--- src/twiddle_pkg.sv ---
// ------------------------------
// Twiddle unit package
// Widths, register map, opcodes
// ------------------------------
package twiddle_pkg;

    localparam int DATA_W    = 32;
    localparam int NUM_ROOTS = 8;
    localparam int IDX_W     = 3;
    localparam int ADDR_W    = 5;

    // Word addresses on the Wishbone bus
    typedef enum logic [ADDR_W-1:0] {
        ADDR_PRIME      = 5'd0,
        ADDR_TWIDDLE    = 5'd1,
        ADDR_OMEGA_IDX  = 5'd2,
        ADDR_PSI_IDX    = 5'd3,
        ADDR_CMD        = 5'd4,
        ADDR_OMEGA_BASE = 5'd8,
        ADDR_PSI_BASE   = 5'd16
    } reg_addr_e;

    // Opcodes written to ADDR_CMD, 7 is a no-op
    typedef enum logic [2:0] {
        OP_TW_MUL         = 3'd0,
        OP_OMEGA_SQR      = 3'd1,
        OP_PSI_FROM_OMEGA = 3'd2,
        OP_TW_FROM_PSI    = 3'd3,
        OP_TW_NEGATE      = 3'd4,
        OP_OMEGA_IDX_INC  = 3'd5,
        OP_PSI_IDX_INC    = 3'd6
    } tw_op_e;

    typedef enum logic [1:0] {
        ST_IDLE,
        ST_MUL,
        ST_ACK
    } ctrl_state_e;

endpackage

--- src/twiddle_ctrl_if.sv ---
`timescale 1ns/10ps
// ------------------------------
// Controller to data-path bundle
// ------------------------------
interface twiddle_ctrl_if
    import twiddle_pkg::*;
#(
    parameter int DATA_W = twiddle_pkg::DATA_W
) ();

    // Decoded bus write, one cycle
    logic              wr_en;
    logic [ADDR_W-1:0] addr;
    logic [DATA_W-1:0] wdata;

    // Operation strobe
    logic              op_commit;
    tw_op_e            op;
    logic [DATA_W-1:0] mul_result;

    // Read data, zero outside own range
    logic [DATA_W-1:0] rd_regs;
    logic [DATA_W-1:0] rd_table;
    logic [DATA_W-1:0] rd_idx;

    modport ctrl (
        output wr_en, addr, wdata, op_commit, op, mul_result,
        input  rd_regs, rd_table, rd_idx
    );

    modport regs (
        input  wr_en, addr, wdata, op_commit, op, mul_result,
        output rd_regs
    );

    // Named tbl since table is a reserved word
    modport tbl (
        input  wr_en, addr, wdata, op_commit, op, mul_result,
        output rd_table
    );

    modport idx (
        input  wr_en, addr, wdata, op_commit, op, mul_result,
        output rd_idx
    );

endinterface

--- src/mont_mul_serial.sv ---
`timescale 1ns/10ps
// ------------------------------
// Bit-serial Montgomery multiply
// R = 2**DATA_W
// ------------------------------
module mont_mul_serial #(
    parameter int DATA_W = 32
) (
    input  logic              clk_i,
    input  logic              rst_ni,
    input  logic              start_i,
    input  logic              square_i,
    input  logic [DATA_W-1:0] twiddle_i,
    input  logic [DATA_W-1:0] omega_i,
    input  logic [DATA_W-1:0] prime_i,
    output logic              done_o,
    output logic [DATA_W-1:0] result_o
);

    localparam int CNT_W = $clog2(DATA_W);

    logic [DATA_W-1:0] a_q;
    logic [DATA_W-1:0] b_q;
    logic [DATA_W+1:0] acc_q;
    logic [DATA_W+1:0] acc_add;
    logic [DATA_W+1:0] acc_red;
    logic [DATA_W+1:0] prime_ext;
    logic [CNT_W-1:0]  cnt_q;
    logic              busy_q;
    logic              done_q;

    assign prime_ext = {2'b00, prime_i};

    // One step: add b on a bit, make even, halve
    assign acc_add = acc_q + (a_q[0] ? {2'b00, b_q} : '0);
    assign acc_red = acc_add[0] ? acc_add + prime_ext : acc_add;

    always_ff @(posedge clk_i) begin
        if (start_i) begin
            a_q   <= square_i ? omega_i : twiddle_i;
            b_q   <= omega_i;
            acc_q <= '0;
        end else if (busy_q) begin
            a_q   <= a_q >> 1;
            acc_q <= acc_red >> 1;
        end
    end

    always_ff @(posedge clk_i or negedge rst_ni) begin
        if (!rst_ni) begin
            busy_q <= 1'b0;
            cnt_q  <= '0;
            done_q <= 1'b0;
        end else begin
            done_q <= 1'b0;
            if (start_i) begin
                busy_q <= 1'b1;
                cnt_q  <= '0;
            end else if (busy_q) begin
                cnt_q <= cnt_q + 1'b1;
                if (cnt_q == CNT_W'(DATA_W - 1)) begin
                    busy_q <= 1'b0;
                    done_q <= 1'b1;
                end
            end
        end
    end

    // Accumulator is below 2p, one subtraction reduces it
    assign result_o = (acc_q >= prime_ext) ? DATA_W'(acc_q - prime_ext) : acc_q[DATA_W-1:0];
    assign done_o   = done_q;

    a_no_start_when_busy: assert property (
        @(posedge clk_i) disable iff (!rst_ni) start_i |-> !busy_q
    );

endmodule

--- src/root_index_counters.sv ---
`timescale 1ns/10ps
// ------------------------------
// Omega and psi index counters
// ------------------------------
module root_index_counters
    import twiddle_pkg::*;
#(
    parameter int DATA_W = twiddle_pkg::DATA_W
) (
    input  logic             clk_i,
    input  logic             rst_ni,
    twiddle_ctrl_if.idx      ctrl_i,
    output logic [IDX_W-1:0] omega_idx_o,
    output logic [IDX_W-1:0] psi_idx_o
);

    logic [IDX_W-1:0] omega_idx_q;
    logic [IDX_W-1:0] psi_idx_q;
    logic             omega_ld;
    logic             psi_ld;
    logic             omega_inc;
    logic             psi_inc;

    assign omega_ld  = ctrl_i.wr_en && (ctrl_i.addr == ADDR_OMEGA_IDX);
    assign psi_ld    = ctrl_i.wr_en && (ctrl_i.addr == ADDR_PSI_IDX);
    assign omega_inc = ctrl_i.op_commit && (ctrl_i.op == OP_OMEGA_IDX_INC);
    assign psi_inc   = ctrl_i.op_commit && (ctrl_i.op == OP_PSI_IDX_INC);

    // Increment wraps 7 -> 0 by width
    always_ff @(posedge clk_i or negedge rst_ni) begin
        if (!rst_ni) begin
            omega_idx_q <= '0;
            psi_idx_q   <= '0;
        end else begin
            if (omega_ld) begin
                omega_idx_q <= ctrl_i.wdata[IDX_W-1:0];
            end else if (omega_inc) begin
                omega_idx_q <= omega_idx_q + 1'b1;
            end
            if (psi_ld) begin
                psi_idx_q <= ctrl_i.wdata[IDX_W-1:0];
            end else if (psi_inc) begin
                psi_idx_q <= psi_idx_q + 1'b1;
            end
        end
    end

    always_comb begin
        ctrl_i.rd_idx = '0;
        if (ctrl_i.addr == ADDR_OMEGA_IDX) begin
            ctrl_i.rd_idx = DATA_W'(omega_idx_q);
        end else if (ctrl_i.addr == ADDR_PSI_IDX) begin
            ctrl_i.rd_idx = DATA_W'(psi_idx_q);
        end
    end

    assign omega_idx_o = omega_idx_q;
    assign psi_idx_o   = psi_idx_q;

    a_no_load_with_inc: assert property (
        @(posedge clk_i) disable iff (!rst_ni)
        !((omega_ld && omega_inc) || (psi_ld && psi_inc))
    );

endmodule

--- src/root_table.sv ---
`timescale 1ns/10ps
// ------------------------------
// Omega and psi root tables
// ------------------------------
module root_table
    import twiddle_pkg::*;
#(
    parameter int DATA_W    = twiddle_pkg::DATA_W,
    parameter int NUM_ROOTS = twiddle_pkg::NUM_ROOTS
) (
    input  logic              clk_i,
    input  logic              rst_ni,
    twiddle_ctrl_if.tbl       ctrl_i,
    input  logic [IDX_W-1:0]  omega_idx_i,
    input  logic [IDX_W-1:0]  psi_idx_i,
    output logic [DATA_W-1:0] omega_o,
    output logic [DATA_W-1:0] psi_o
);

    logic [DATA_W-1:0]    omega_q [NUM_ROOTS];
    logic [DATA_W-1:0]    psi_q   [NUM_ROOTS];
    logic [NUM_ROOTS-1:0] omega_oh;
    logic [NUM_ROOTS-1:0] psi_oh;
    logic [IDX_W-1:0]     omega_word;
    logic [IDX_W-1:0]     psi_word;
    logic                 in_omega;
    logic                 in_psi;
    logic                 omega_sqr;
    logic                 psi_copy;

    // Bus address to table word
    assign in_omega   = (ctrl_i.addr >= ADDR_OMEGA_BASE)
                     && (ctrl_i.addr < ADDR_OMEGA_BASE + NUM_ROOTS);
    assign in_psi     = (ctrl_i.addr >= ADDR_PSI_BASE)
                     && (ctrl_i.addr < ADDR_PSI_BASE + NUM_ROOTS);
    assign omega_word = IDX_W'(ctrl_i.addr - ADDR_OMEGA_BASE);
    assign psi_word   = IDX_W'(ctrl_i.addr - ADDR_PSI_BASE);

    // One-hot word select for operations
    assign omega_oh  = NUM_ROOTS'(1) << omega_idx_i;
    assign psi_oh    = NUM_ROOTS'(1) << psi_idx_i;
    assign omega_sqr = ctrl_i.op_commit && (ctrl_i.op == OP_OMEGA_SQR);
    assign psi_copy  = ctrl_i.op_commit && (ctrl_i.op == OP_PSI_FROM_OMEGA);

    always_ff @(posedge clk_i or negedge rst_ni) begin
        if (!rst_ni) begin
            for (int i = 0; i < NUM_ROOTS; i++) begin
                omega_q[i] <= '0;
                psi_q[i]   <= '0;
            end
        end else begin
            for (int i = 0; i < NUM_ROOTS; i++) begin
                if (ctrl_i.wr_en && in_omega && omega_word == i) begin
                    omega_q[i] <= ctrl_i.wdata;
                end else if (omega_sqr && omega_oh[i]) begin
                    omega_q[i] <= ctrl_i.mul_result;
                end
                if (ctrl_i.wr_en && in_psi && psi_word == i) begin
                    psi_q[i] <= ctrl_i.wdata;
                end else if (psi_copy && psi_oh[i]) begin
                    psi_q[i] <= omega_o;
                end
            end
        end
    end

    assign omega_o = omega_q[omega_idx_i];
    assign psi_o   = psi_q[psi_idx_i];

    always_comb begin
        ctrl_i.rd_table = '0;
        if (in_omega) begin
            ctrl_i.rd_table = omega_q[omega_word];
        end else if (in_psi) begin
            ctrl_i.rd_table = psi_q[psi_word];
        end
    end

endmodule

--- src/twiddle_ctrl_fsm.sv ---
`timescale 1ns/10ps
// ------------------------------
// Wishbone classic slave and
// operation sequencer
// ------------------------------
module twiddle_ctrl_fsm
    import twiddle_pkg::*;
#(
    parameter int DATA_W    = twiddle_pkg::DATA_W,
    parameter int NUM_ROOTS = twiddle_pkg::NUM_ROOTS
) (
    input  logic              clk_i,
    input  logic              rst_ni,
    input  logic              wb_cyc_i,
    input  logic              wb_stb_i,
    input  logic              wb_we_i,
    input  logic [ADDR_W-1:0] wb_adr_i,
    input  logic [31:0]       wb_dat_i,
    output logic [31:0]       wb_dat_o,
    output logic              wb_ack_o,
    twiddle_ctrl_if.ctrl      ctrl_o,
    output logic              mul_start_o,
    output logic              mul_square_o,
    input  logic              mul_done_i,
    input  logic [DATA_W-1:0] mul_result_i
);

    ctrl_state_e       state_q;
    tw_op_e            op_in;
    tw_op_e            op_q;
    logic              accept;
    logic              adr_valid;
    logic              cmd_wr;
    logic              mul_op;
    logic              ack_q;
    logic              commit_q;
    logic [DATA_W-1:0] mul_result_q;
    logic [DATA_W-1:0] rd_or;
    logic [31:0]       dat_q;

    // New access only taken in idle
    assign accept = (state_q == ST_IDLE) && wb_cyc_i && wb_stb_i;

    assign adr_valid = (wb_adr_i <= ADDR_CMD)
        || (wb_adr_i >= ADDR_OMEGA_BASE && wb_adr_i < ADDR_OMEGA_BASE + NUM_ROOTS)
        || (wb_adr_i >= ADDR_PSI_BASE && wb_adr_i < ADDR_PSI_BASE + NUM_ROOTS);

    assign cmd_wr = accept && wb_we_i && (wb_adr_i == ADDR_CMD);
    assign op_in  = tw_op_e'(wb_dat_i[2:0]);
    assign mul_op = (op_in == OP_TW_MUL) || (op_in == OP_OMEGA_SQR);

    assign mul_start_o  = cmd_wr && mul_op;
    assign mul_square_o = (op_in == OP_OMEGA_SQR);

    assign ctrl_o.wr_en      = accept && wb_we_i && adr_valid && (wb_adr_i != ADDR_CMD);
    assign ctrl_o.addr       = wb_adr_i;
    assign ctrl_o.wdata      = DATA_W'(wb_dat_i);
    // Multiply ops commit with the delayed ack
    assign ctrl_o.op_commit  = (cmd_wr && !mul_op) || commit_q;
    assign ctrl_o.op         = commit_q ? op_q : op_in;
    assign ctrl_o.mul_result = mul_result_q;

    assign rd_or = ctrl_o.rd_regs | ctrl_o.rd_table | ctrl_o.rd_idx;

    always_ff @(posedge clk_i or negedge rst_ni) begin
        if (!rst_ni) begin
            state_q  <= ST_IDLE;
            ack_q    <= 1'b0;
            commit_q <= 1'b0;
        end else begin
            ack_q    <= 1'b0;
            commit_q <= 1'b0;
            case (state_q)
                ST_IDLE: begin
                    if (mul_start_o) begin
                        state_q <= ST_MUL;
                    end else if (accept) begin
                        state_q <= ST_ACK;
                        ack_q   <= 1'b1;
                    end
                end
                ST_MUL: begin
                    if (mul_done_i) begin
                        state_q  <= ST_ACK;
                        ack_q    <= 1'b1;
                        commit_q <= 1'b1;
                    end
                end
                // Master still holds stb here
                ST_ACK: state_q <= ST_IDLE;
                default: state_q <= ST_IDLE;
            endcase
        end
    end

    always_ff @(posedge clk_i) begin
        if (mul_start_o) begin
            op_q <= op_in;
        end
        if (mul_done_i) begin
            mul_result_q <= mul_result_i;
        end
        if (accept) begin
            dat_q <= wb_we_i ? '0 : 32'(rd_or);
        end
    end

    assign wb_ack_o = ack_q;
    assign wb_dat_o = dat_q;

    a_done_only_in_mul: assert property (
        @(posedge clk_i) disable iff (!rst_ni) mul_done_i |-> state_q == ST_MUL
    );

endmodule

--- src/twiddle_regs.sv ---
`timescale 1ns/10ps
// ------------------------------
// Prime and twiddle registers
// ------------------------------
module twiddle_regs
    import twiddle_pkg::*;
#(
    parameter int DATA_W = twiddle_pkg::DATA_W
) (
    input  logic              clk_i,
    input  logic              rst_ni,
    twiddle_ctrl_if.regs      ctrl_i,
    input  logic [DATA_W-1:0] psi_i,
    output logic [DATA_W-1:0] prime_o,
    output logic [DATA_W-1:0] twiddle_o
);

    logic [DATA_W-1:0] prime_q;
    logic [DATA_W-1:0] twiddle_q;
    logic [DATA_W-1:0] twiddle_d;
    logic              twiddle_we;

    // Next twiddle value
    always_comb begin
        twiddle_we = 1'b1;
        twiddle_d  = ctrl_i.wdata;
        if (ctrl_i.wr_en && ctrl_i.addr == ADDR_TWIDDLE) begin
            twiddle_d = ctrl_i.wdata;
        end else if (ctrl_i.op_commit && ctrl_i.op == OP_TW_MUL) begin
            twiddle_d = ctrl_i.mul_result;
        end else if (ctrl_i.op_commit && ctrl_i.op == OP_TW_FROM_PSI) begin
            twiddle_d = psi_i;
        end else if (ctrl_i.op_commit && ctrl_i.op == OP_TW_NEGATE) begin
            // Zero twiddle negates to the prime itself
            twiddle_d = prime_q - twiddle_q;
        end else begin
            twiddle_we = 1'b0;
        end
    end

    always_ff @(posedge clk_i or negedge rst_ni) begin
        if (!rst_ni) begin
            prime_q   <= '0;
            twiddle_q <= '0;
        end else begin
            if (ctrl_i.wr_en && ctrl_i.addr == ADDR_PRIME) begin
                prime_q <= ctrl_i.wdata;
            end
            if (twiddle_we) begin
                twiddle_q <= twiddle_d;
            end
        end
    end

    always_comb begin
        ctrl_i.rd_regs = '0;
        if (ctrl_i.addr == ADDR_PRIME) begin
            ctrl_i.rd_regs = prime_q;
        end else if (ctrl_i.addr == ADDR_TWIDDLE) begin
            ctrl_i.rd_regs = twiddle_q;
        end
    end

    assign prime_o   = prime_q;
    assign twiddle_o = twiddle_q;

endmodule

--- src/twiddle_unit_top.sv ---
`timescale 1ns/10ps
// ------------------------------
// Twiddle register unit, top
// Wishbone slave and root outputs
// ------------------------------
module twiddle_unit_top
    import twiddle_pkg::*;
#(
    parameter int DATA_W    = twiddle_pkg::DATA_W,
    parameter int NUM_ROOTS = twiddle_pkg::NUM_ROOTS
) (
    input  logic              clk_i,
    input  logic              rst_ni,
    input  logic              wb_cyc_i,
    input  logic              wb_stb_i,
    input  logic              wb_we_i,
    input  logic [ADDR_W-1:0] wb_adr_i,
    input  logic [31:0]       wb_dat_i,
    output logic [31:0]       wb_dat_o,
    output logic              wb_ack_o,
    output logic [DATA_W-1:0] twiddle_o,
    output logic [DATA_W-1:0] omega_o,
    output logic [DATA_W-1:0] psi_o,
    output logic [DATA_W-1:0] prime_o
);

    logic [IDX_W-1:0]  omega_idx;
    logic [IDX_W-1:0]  psi_idx;
    logic              mul_start;
    logic              mul_square;
    logic              mul_done;
    logic [DATA_W-1:0] mul_result;

    twiddle_ctrl_if #(.DATA_W(DATA_W)) ctrl_if ();

    twiddle_ctrl_fsm #(
        .DATA_W   (DATA_W),
        .NUM_ROOTS(NUM_ROOTS)
    ) i_ctrl (
        .clk_i       (clk_i),
        .rst_ni      (rst_ni),
        .wb_cyc_i    (wb_cyc_i),
        .wb_stb_i    (wb_stb_i),
        .wb_we_i     (wb_we_i),
        .wb_adr_i    (wb_adr_i),
        .wb_dat_i    (wb_dat_i),
        .wb_dat_o    (wb_dat_o),
        .wb_ack_o    (wb_ack_o),
        .ctrl_o      (ctrl_if.ctrl),
        .mul_start_o (mul_start),
        .mul_square_o(mul_square),
        .mul_done_i  (mul_done),
        .mul_result_i(mul_result)
    );

    root_index_counters #(.DATA_W(DATA_W)) i_idx (
        .clk_i      (clk_i),
        .rst_ni     (rst_ni),
        .ctrl_i     (ctrl_if.idx),
        .omega_idx_o(omega_idx),
        .psi_idx_o  (psi_idx)
    );

    root_table #(
        .DATA_W   (DATA_W),
        .NUM_ROOTS(NUM_ROOTS)
    ) i_table (
        .clk_i      (clk_i),
        .rst_ni     (rst_ni),
        .ctrl_i     (ctrl_if.tbl),
        .omega_idx_i(omega_idx),
        .psi_idx_i  (psi_idx),
        .omega_o    (omega_o),
        .psi_o      (psi_o)
    );

    twiddle_regs #(.DATA_W(DATA_W)) i_regs (
        .clk_i    (clk_i),
        .rst_ni   (rst_ni),
        .ctrl_i   (ctrl_if.regs),
        .psi_i    (psi_o),
        .prime_o  (prime_o),
        .twiddle_o(twiddle_o)
    );

    mont_mul_serial #(.DATA_W(DATA_W)) i_mul (
        .clk_i    (clk_i),
        .rst_ni   (rst_ni),
        .start_i  (mul_start),
        .square_i (mul_square),
        .twiddle_i(twiddle_o),
        .omega_i  (omega_o),
        .prime_i  (prime_o),
        .done_o   (mul_done),
        .result_o (mul_result)
    );

endmodule
--- config.mk ---
export PLATFORM = sky130hd
export DESIGN_NAME = twiddle_unit_top
export DESIGN_NICKNAME = d
export VERILOG_FILES = /design/src/twiddle_pkg.sv /design/src/twiddle_ctrl_if.sv /design/src/mont_mul_serial.sv /design/src/root_index_counters.sv /design/src/root_table.sv /design/src/twiddle_ctrl_fsm.sv /design/src/twiddle_regs.sv /design/src/twiddle_unit_top.sv
export SDC_FILE = /design/constraint.sdc
export NUM_CORES = 2
export LEC_CHECK = 0
export BUFFER_PORTS_ARGS = -buffer_cell sky130_fd_sc_hd__buf_4
export CORE_MARGIN = 5
export CORE_UTILIZATION = 50
export CTS_BUF_LIST = sky130_fd_sc_hd__clkbuf_4
export DETAILED_ROUTE_END_ITERATION = 8
export PLACE_DENSITY = 0.76
export SETUP_SLACK_MARGIN = 0.02
export SYNTH_ARGS = -nofsm -noshare
export SYNTH_HDL_FRONTEND = slang
export SYNTH_SLANG_ARGS = --single-unit
--- constraint.sdc ---
create_clock -name clk_i -period 4.6 [get_ports clk_i]
set_clock_uncertainty 0.05 [all_clocks]
set_input_delay 0.46 -clock clk_i [delete_from_list [all_inputs] [get_ports clk_i]]
set_output_delay 0.46 -clock clk_i [all_outputs]
set_load 0.02 [all_outputs]
==> results_dict.tcl <==
set metrics [dict create \
    transition_at_the_pin_with_the_smallest_max_transition_slack_ns 1.42 \
    clock_slew_seen_by_the_registers_of_the_worst_setup_and_hold_paths_ns 0.07 \
    synth.top_cells.by_area "sky130_fd_sc_hd__dfrtp_1 30%, sky130_fd_sc_hd__mux4_2 12%, sky130_fd_sc_hd__o21ai_0 8.0%" \
    setup_tns_ns -0.725 \
    die_area_um2 105000 \
    ys_seq_area_frac 0.396 \
    placedInstanceArea_um2 52900 \
    power_per_cell_area_nw_per_um2 465 \
    clk_root_buffer_cell "sky130_fd_sc_hd__clkbuf_4" \
    timing.final.ws_setup_ns -0.178 \
    power.switching_mw 10.4 \
    slowest_delay_ns 0.41 \
    antenna_violations_before_repair 11 \
    fmax_achieved_ghz 0.209 \
    globalRouteTotalUtil 0.360 \
    port-buffer-count 202 \
    status "finished with violations" \
    synth-main-ff-cell "sky130_fd_sc_hd__dfrtp_1" \
    count_of_flip_flops_with_a_built_in_enable_after_synthesis 131 \
    ys_ff_latch 757 \
    netlist.top_cell.by_area "sky130_fd_sc_hd__dfrtp_1" \
    post_synthesis_to_final_layout_area_growth_pct 15.8 \
    cts_buffer_depth 3 \
    synth_cell_type_count 98 \
    core_um2 98000 \
    path_max_fanout 7 \
    r2r_setup_slack_ns -0.18 \
    synthMostInstantiatedCell "sky130_fd_sc_hd__nand2_1" \
    wirelength_um 192000 \
    synth_top_area_share 0.302 \
    critical_path_class "flip-flop to flip-flop" \
    ys_async_sr_fraction 0.783 \
    worstHoldPathType "primary input to flip-flop" \
    cts_htree_levels 4 \
    timing.final.setup_violations 9 \
    vdd_ir_drop_max_uv 345 \
    violated_checks "design-rule violations, negative setup slack" \
    synth_warnings 0 \
    hp_start "wb_adr_i[3]" \
    grt_max_degree 103 \
    min_to "i_ctrl.wb_dat_o[12]" \
    post_drt_via_cell_ratio 6.51 \
    drt_iter0_drc 6368 \
    path_common_cell "sky130_fd_sc_hd__buf_6" \
    globalRoute.totalOverflow 0 \
    fin_nets 5718 \
    initial_core_util 0.501 \
    crit_path_top_delay_cell "sky130_fd_sc_hd__edfxtp_1" \
    numCtsBuffers 205 \
    power.clock.fraction 0.238 \
    critical_path_required_ns 5.57 \
    crit_path_end_kind "flip-flop" \
    rr_startpoint "i_mul.a_q[0]" \
    slew_headroom 0.0469 \
    number_of_global_route_vias_before_repair 43700 \
    post_route_cells_drive_above_1_share 0.234 \
    hold-path-cell-count 4 \
    min_period_ns 4.78 \
    place_congestion 1.02 \
    die_width_um 323 \
    final.hold.worst_slack_ns 0.138 \
    core.rowCount 115 \
    p_int_mw 16.1 \
    rr_endpoint "i_mul.acc_q[32]" \
    ys_top_cells_by_count "940 x sky130_fd_sc_hd__nand2_1, 788 x sky130_fd_sc_hd__o21ai_0, 593 x sky130_fd_sc_hd__dfrtp_1" \
    p_leak_nw 26.3 \
    switching_share 0.393 \
    maxSlewViolCount 0 \
    place.detailed.hpwl_um 130000 \
    numClockSinks 757 \
    final.period_utilization 1.04 \
    drv_cap 0 \
    io-pin-count 203 \
    crit_path_cell_trace "buf_6, buf_12, and2_1, ha_4, a21oi_2, o21ai_2, o21a_1, or2_4, a31oi_1, buf_4, o21bai_1, a21oi_1, xnor2_1, ha_2, buf_6, buf_6, and3_4, and3_4, a21boi_4, o21ai_4, a31oi_1, nand2_1, a311o_1, o221ai_1" \
    worstRegToRegCells 24 \
    detail_route.wl_per_cell_um 27.4 \
    route.antenna.remaining_nets 0 \
    report.final.hold_viol_count 0 \
    via_count 45500 \
    grt_setup_unrepaired "true" \
    share_comb_of_total_power 0.453 \
    syn-cell-area_um2 49100 \
    per_instance_average_area_after_synthesis_um2 9.42 \
    synthesis.nets 5399 \
    wire_length_of_the_first_global_routing_pass_um 281000 \
    final_design_area_no_fill_um2 56900 \
    worst_skew_pair.late_latency_ns 1.15 \
    syn_inst 5213 \
    worstSetupStartpointType "flip-flop" \
    cp_data_arrival_time_ns 5.74 \
    route.detailed.drc 5 \
    drtPass1Iterations 9 \
    seq_power_share 0.310 \
    die_h_um 323 \
    cts_tree "built" \
]
==> placed cells by master (no fill, tap or decap), types with 124 or more instances in the layout <==
cell type	instances
sky130_fd_sc_hd__nand2_1	926
sky130_fd_sc_hd__o21ai_0	776
sky130_fd_sc_hd__dfrtp_1	586
sky130_fd_sc_hd__buf_4	494
sky130_fd_sc_hd__a21oi_1	368
sky130_fd_sc_hd__nor2_1	321
sky130_fd_sc_hd__mux2i_1	307
sky130_fd_sc_hd__clkbuf_4	293
sky130_fd_sc_hd__mux4_2	256
sky130_fd_sc_hd__edfxtp_1	131
sky130_fd_sc_hd__inv_1	124
==> metrics by stage <==
stage | power [mW] | instances | util | setup slack [ns]
after global routing | 27.8 | 6979 | 0.580 | -0.338
after floorplan | 14.7 | 5213 | - | 0.0367
after detailed placement | 18.7 | 6536 | 0.540 | -0.474
after global placement | 18.6 | 6536 | 0.540 | -0.519
final | 26.5 | 6988 | 0.581 | -0.178
after CTS | 25.5 | 6964 | 0.576 | -0.130
==> timing repair <==
| action | 4_1_cts | 5_1_grt |
|---|---|---|
| endpoints found under the hold margin | 742 | 0 |
| pin swaps | 47 | 70 |
| setup buffers | 24 | 16 |
| setup endpoints to repair | 25 | 21 |
| hold buffers | 37 | 0 |
| resized for setup | 59 | 64 |
| gates cloned | 2 | 0 |
==> power by group through the flow <==
stage | sequential (mW) | combinational [mW] | clock, mW
after CTS | 8.15 | 11.1 | 6.32
after global placement | 8.25 | 10.3 | 0
after detailed placement | 8.27 | 10.5 | 0
final | 8.19 | 12.0 | 6.29
after global routing | 8.24 | 12.8 | 6.69
after floorplan | 8.06 | 6.62 | 0
==> worst max-delay path: cells and delay by family, from the launching register on <==
kind	cells	cell delay [ns]
compound gates	11	1.81
xor+xnor	1	0.20
fa+ha+maj	2	0.63
buf+inv	5	0.70
flops	1	0.41
simple gates	5	0.87
==> cell families after synthesis <==
kind of cell,share of synthesized area
compound gates,0.177
xor+xnor,0.0207
fa+ha+maj,0.0373
buf+inv,0.0478
flops,0.396
mux,0.197
simple gates,0.125
==> worst max-delay path by stage <==
stage	startpoint	to	depth (start not counted)
2_1_floorplan	i_mul.a_q[0]	i_mul.acc_q[32]	22
3_3_place_gp	i_mul.a_q[0]	i_mul.acc_q[29]	24
3_5_place_dp	i_mul.a_q[0]	i_mul.acc_q[29]	24
4_1_cts	i_mul.a_q[0]	i_mul.acc_q[29]	22
5_1_grt	i_mul.a_q[0]	i_mul.acc_q[25]	26
6_report	i_mul.a_q[0]	i_mul.acc_q[32]	24
==> sequential cells by signal, summed over array words and instances (netlist names) <==
register and flops:
i_ctrl.commit_q 1, i_ctrl.ctrl_o.mul_result 32, i_ctrl.op_q 3, i_ctrl.state_q 2
i_ctrl.wb_ack_o 1, i_ctrl.wb_dat_o 32, i_idx.omega_idx_o 3, i_idx.psi_idx_o 3
i_mul.a_q 32, i_mul.acc_q 33, i_mul.b_q 32, i_mul.busy_q 1
i_mul.cnt_q 5, i_mul.done_o 1, i_regs.prime_o 32, i_regs.twiddle_o 32
i_table.omega_q 256, i_table.psi_q 256
==> per-layer routing <==
| layer | GRT usage | vias to the layer above | share of wire |
|---|---|---|---|
| li1 | - | 19500 | - |
| met1 | 0.461 | 21800 | 0.36 |
| met2 | 0.508 | 3440 | 0.41 |
| met3 | 0.143 | 771 | 0.15 |
| met4 | 0.229 | 4 | 0.075 |
| met5 | 0.00998 | - | 0.00016 |
==> layout make-up <==
cell class              count  area [um2]
inverters                 128         480
fillers                  8149       41100
multi-input cells        3877       28000
clock inverters            72         440
repair buffers            563        4630
well taps                1287        1610
clock buffers             293        2200
diodes                     11        27.5
flip-flops and latches    757       19500
(Power assumes the default switching activity.)
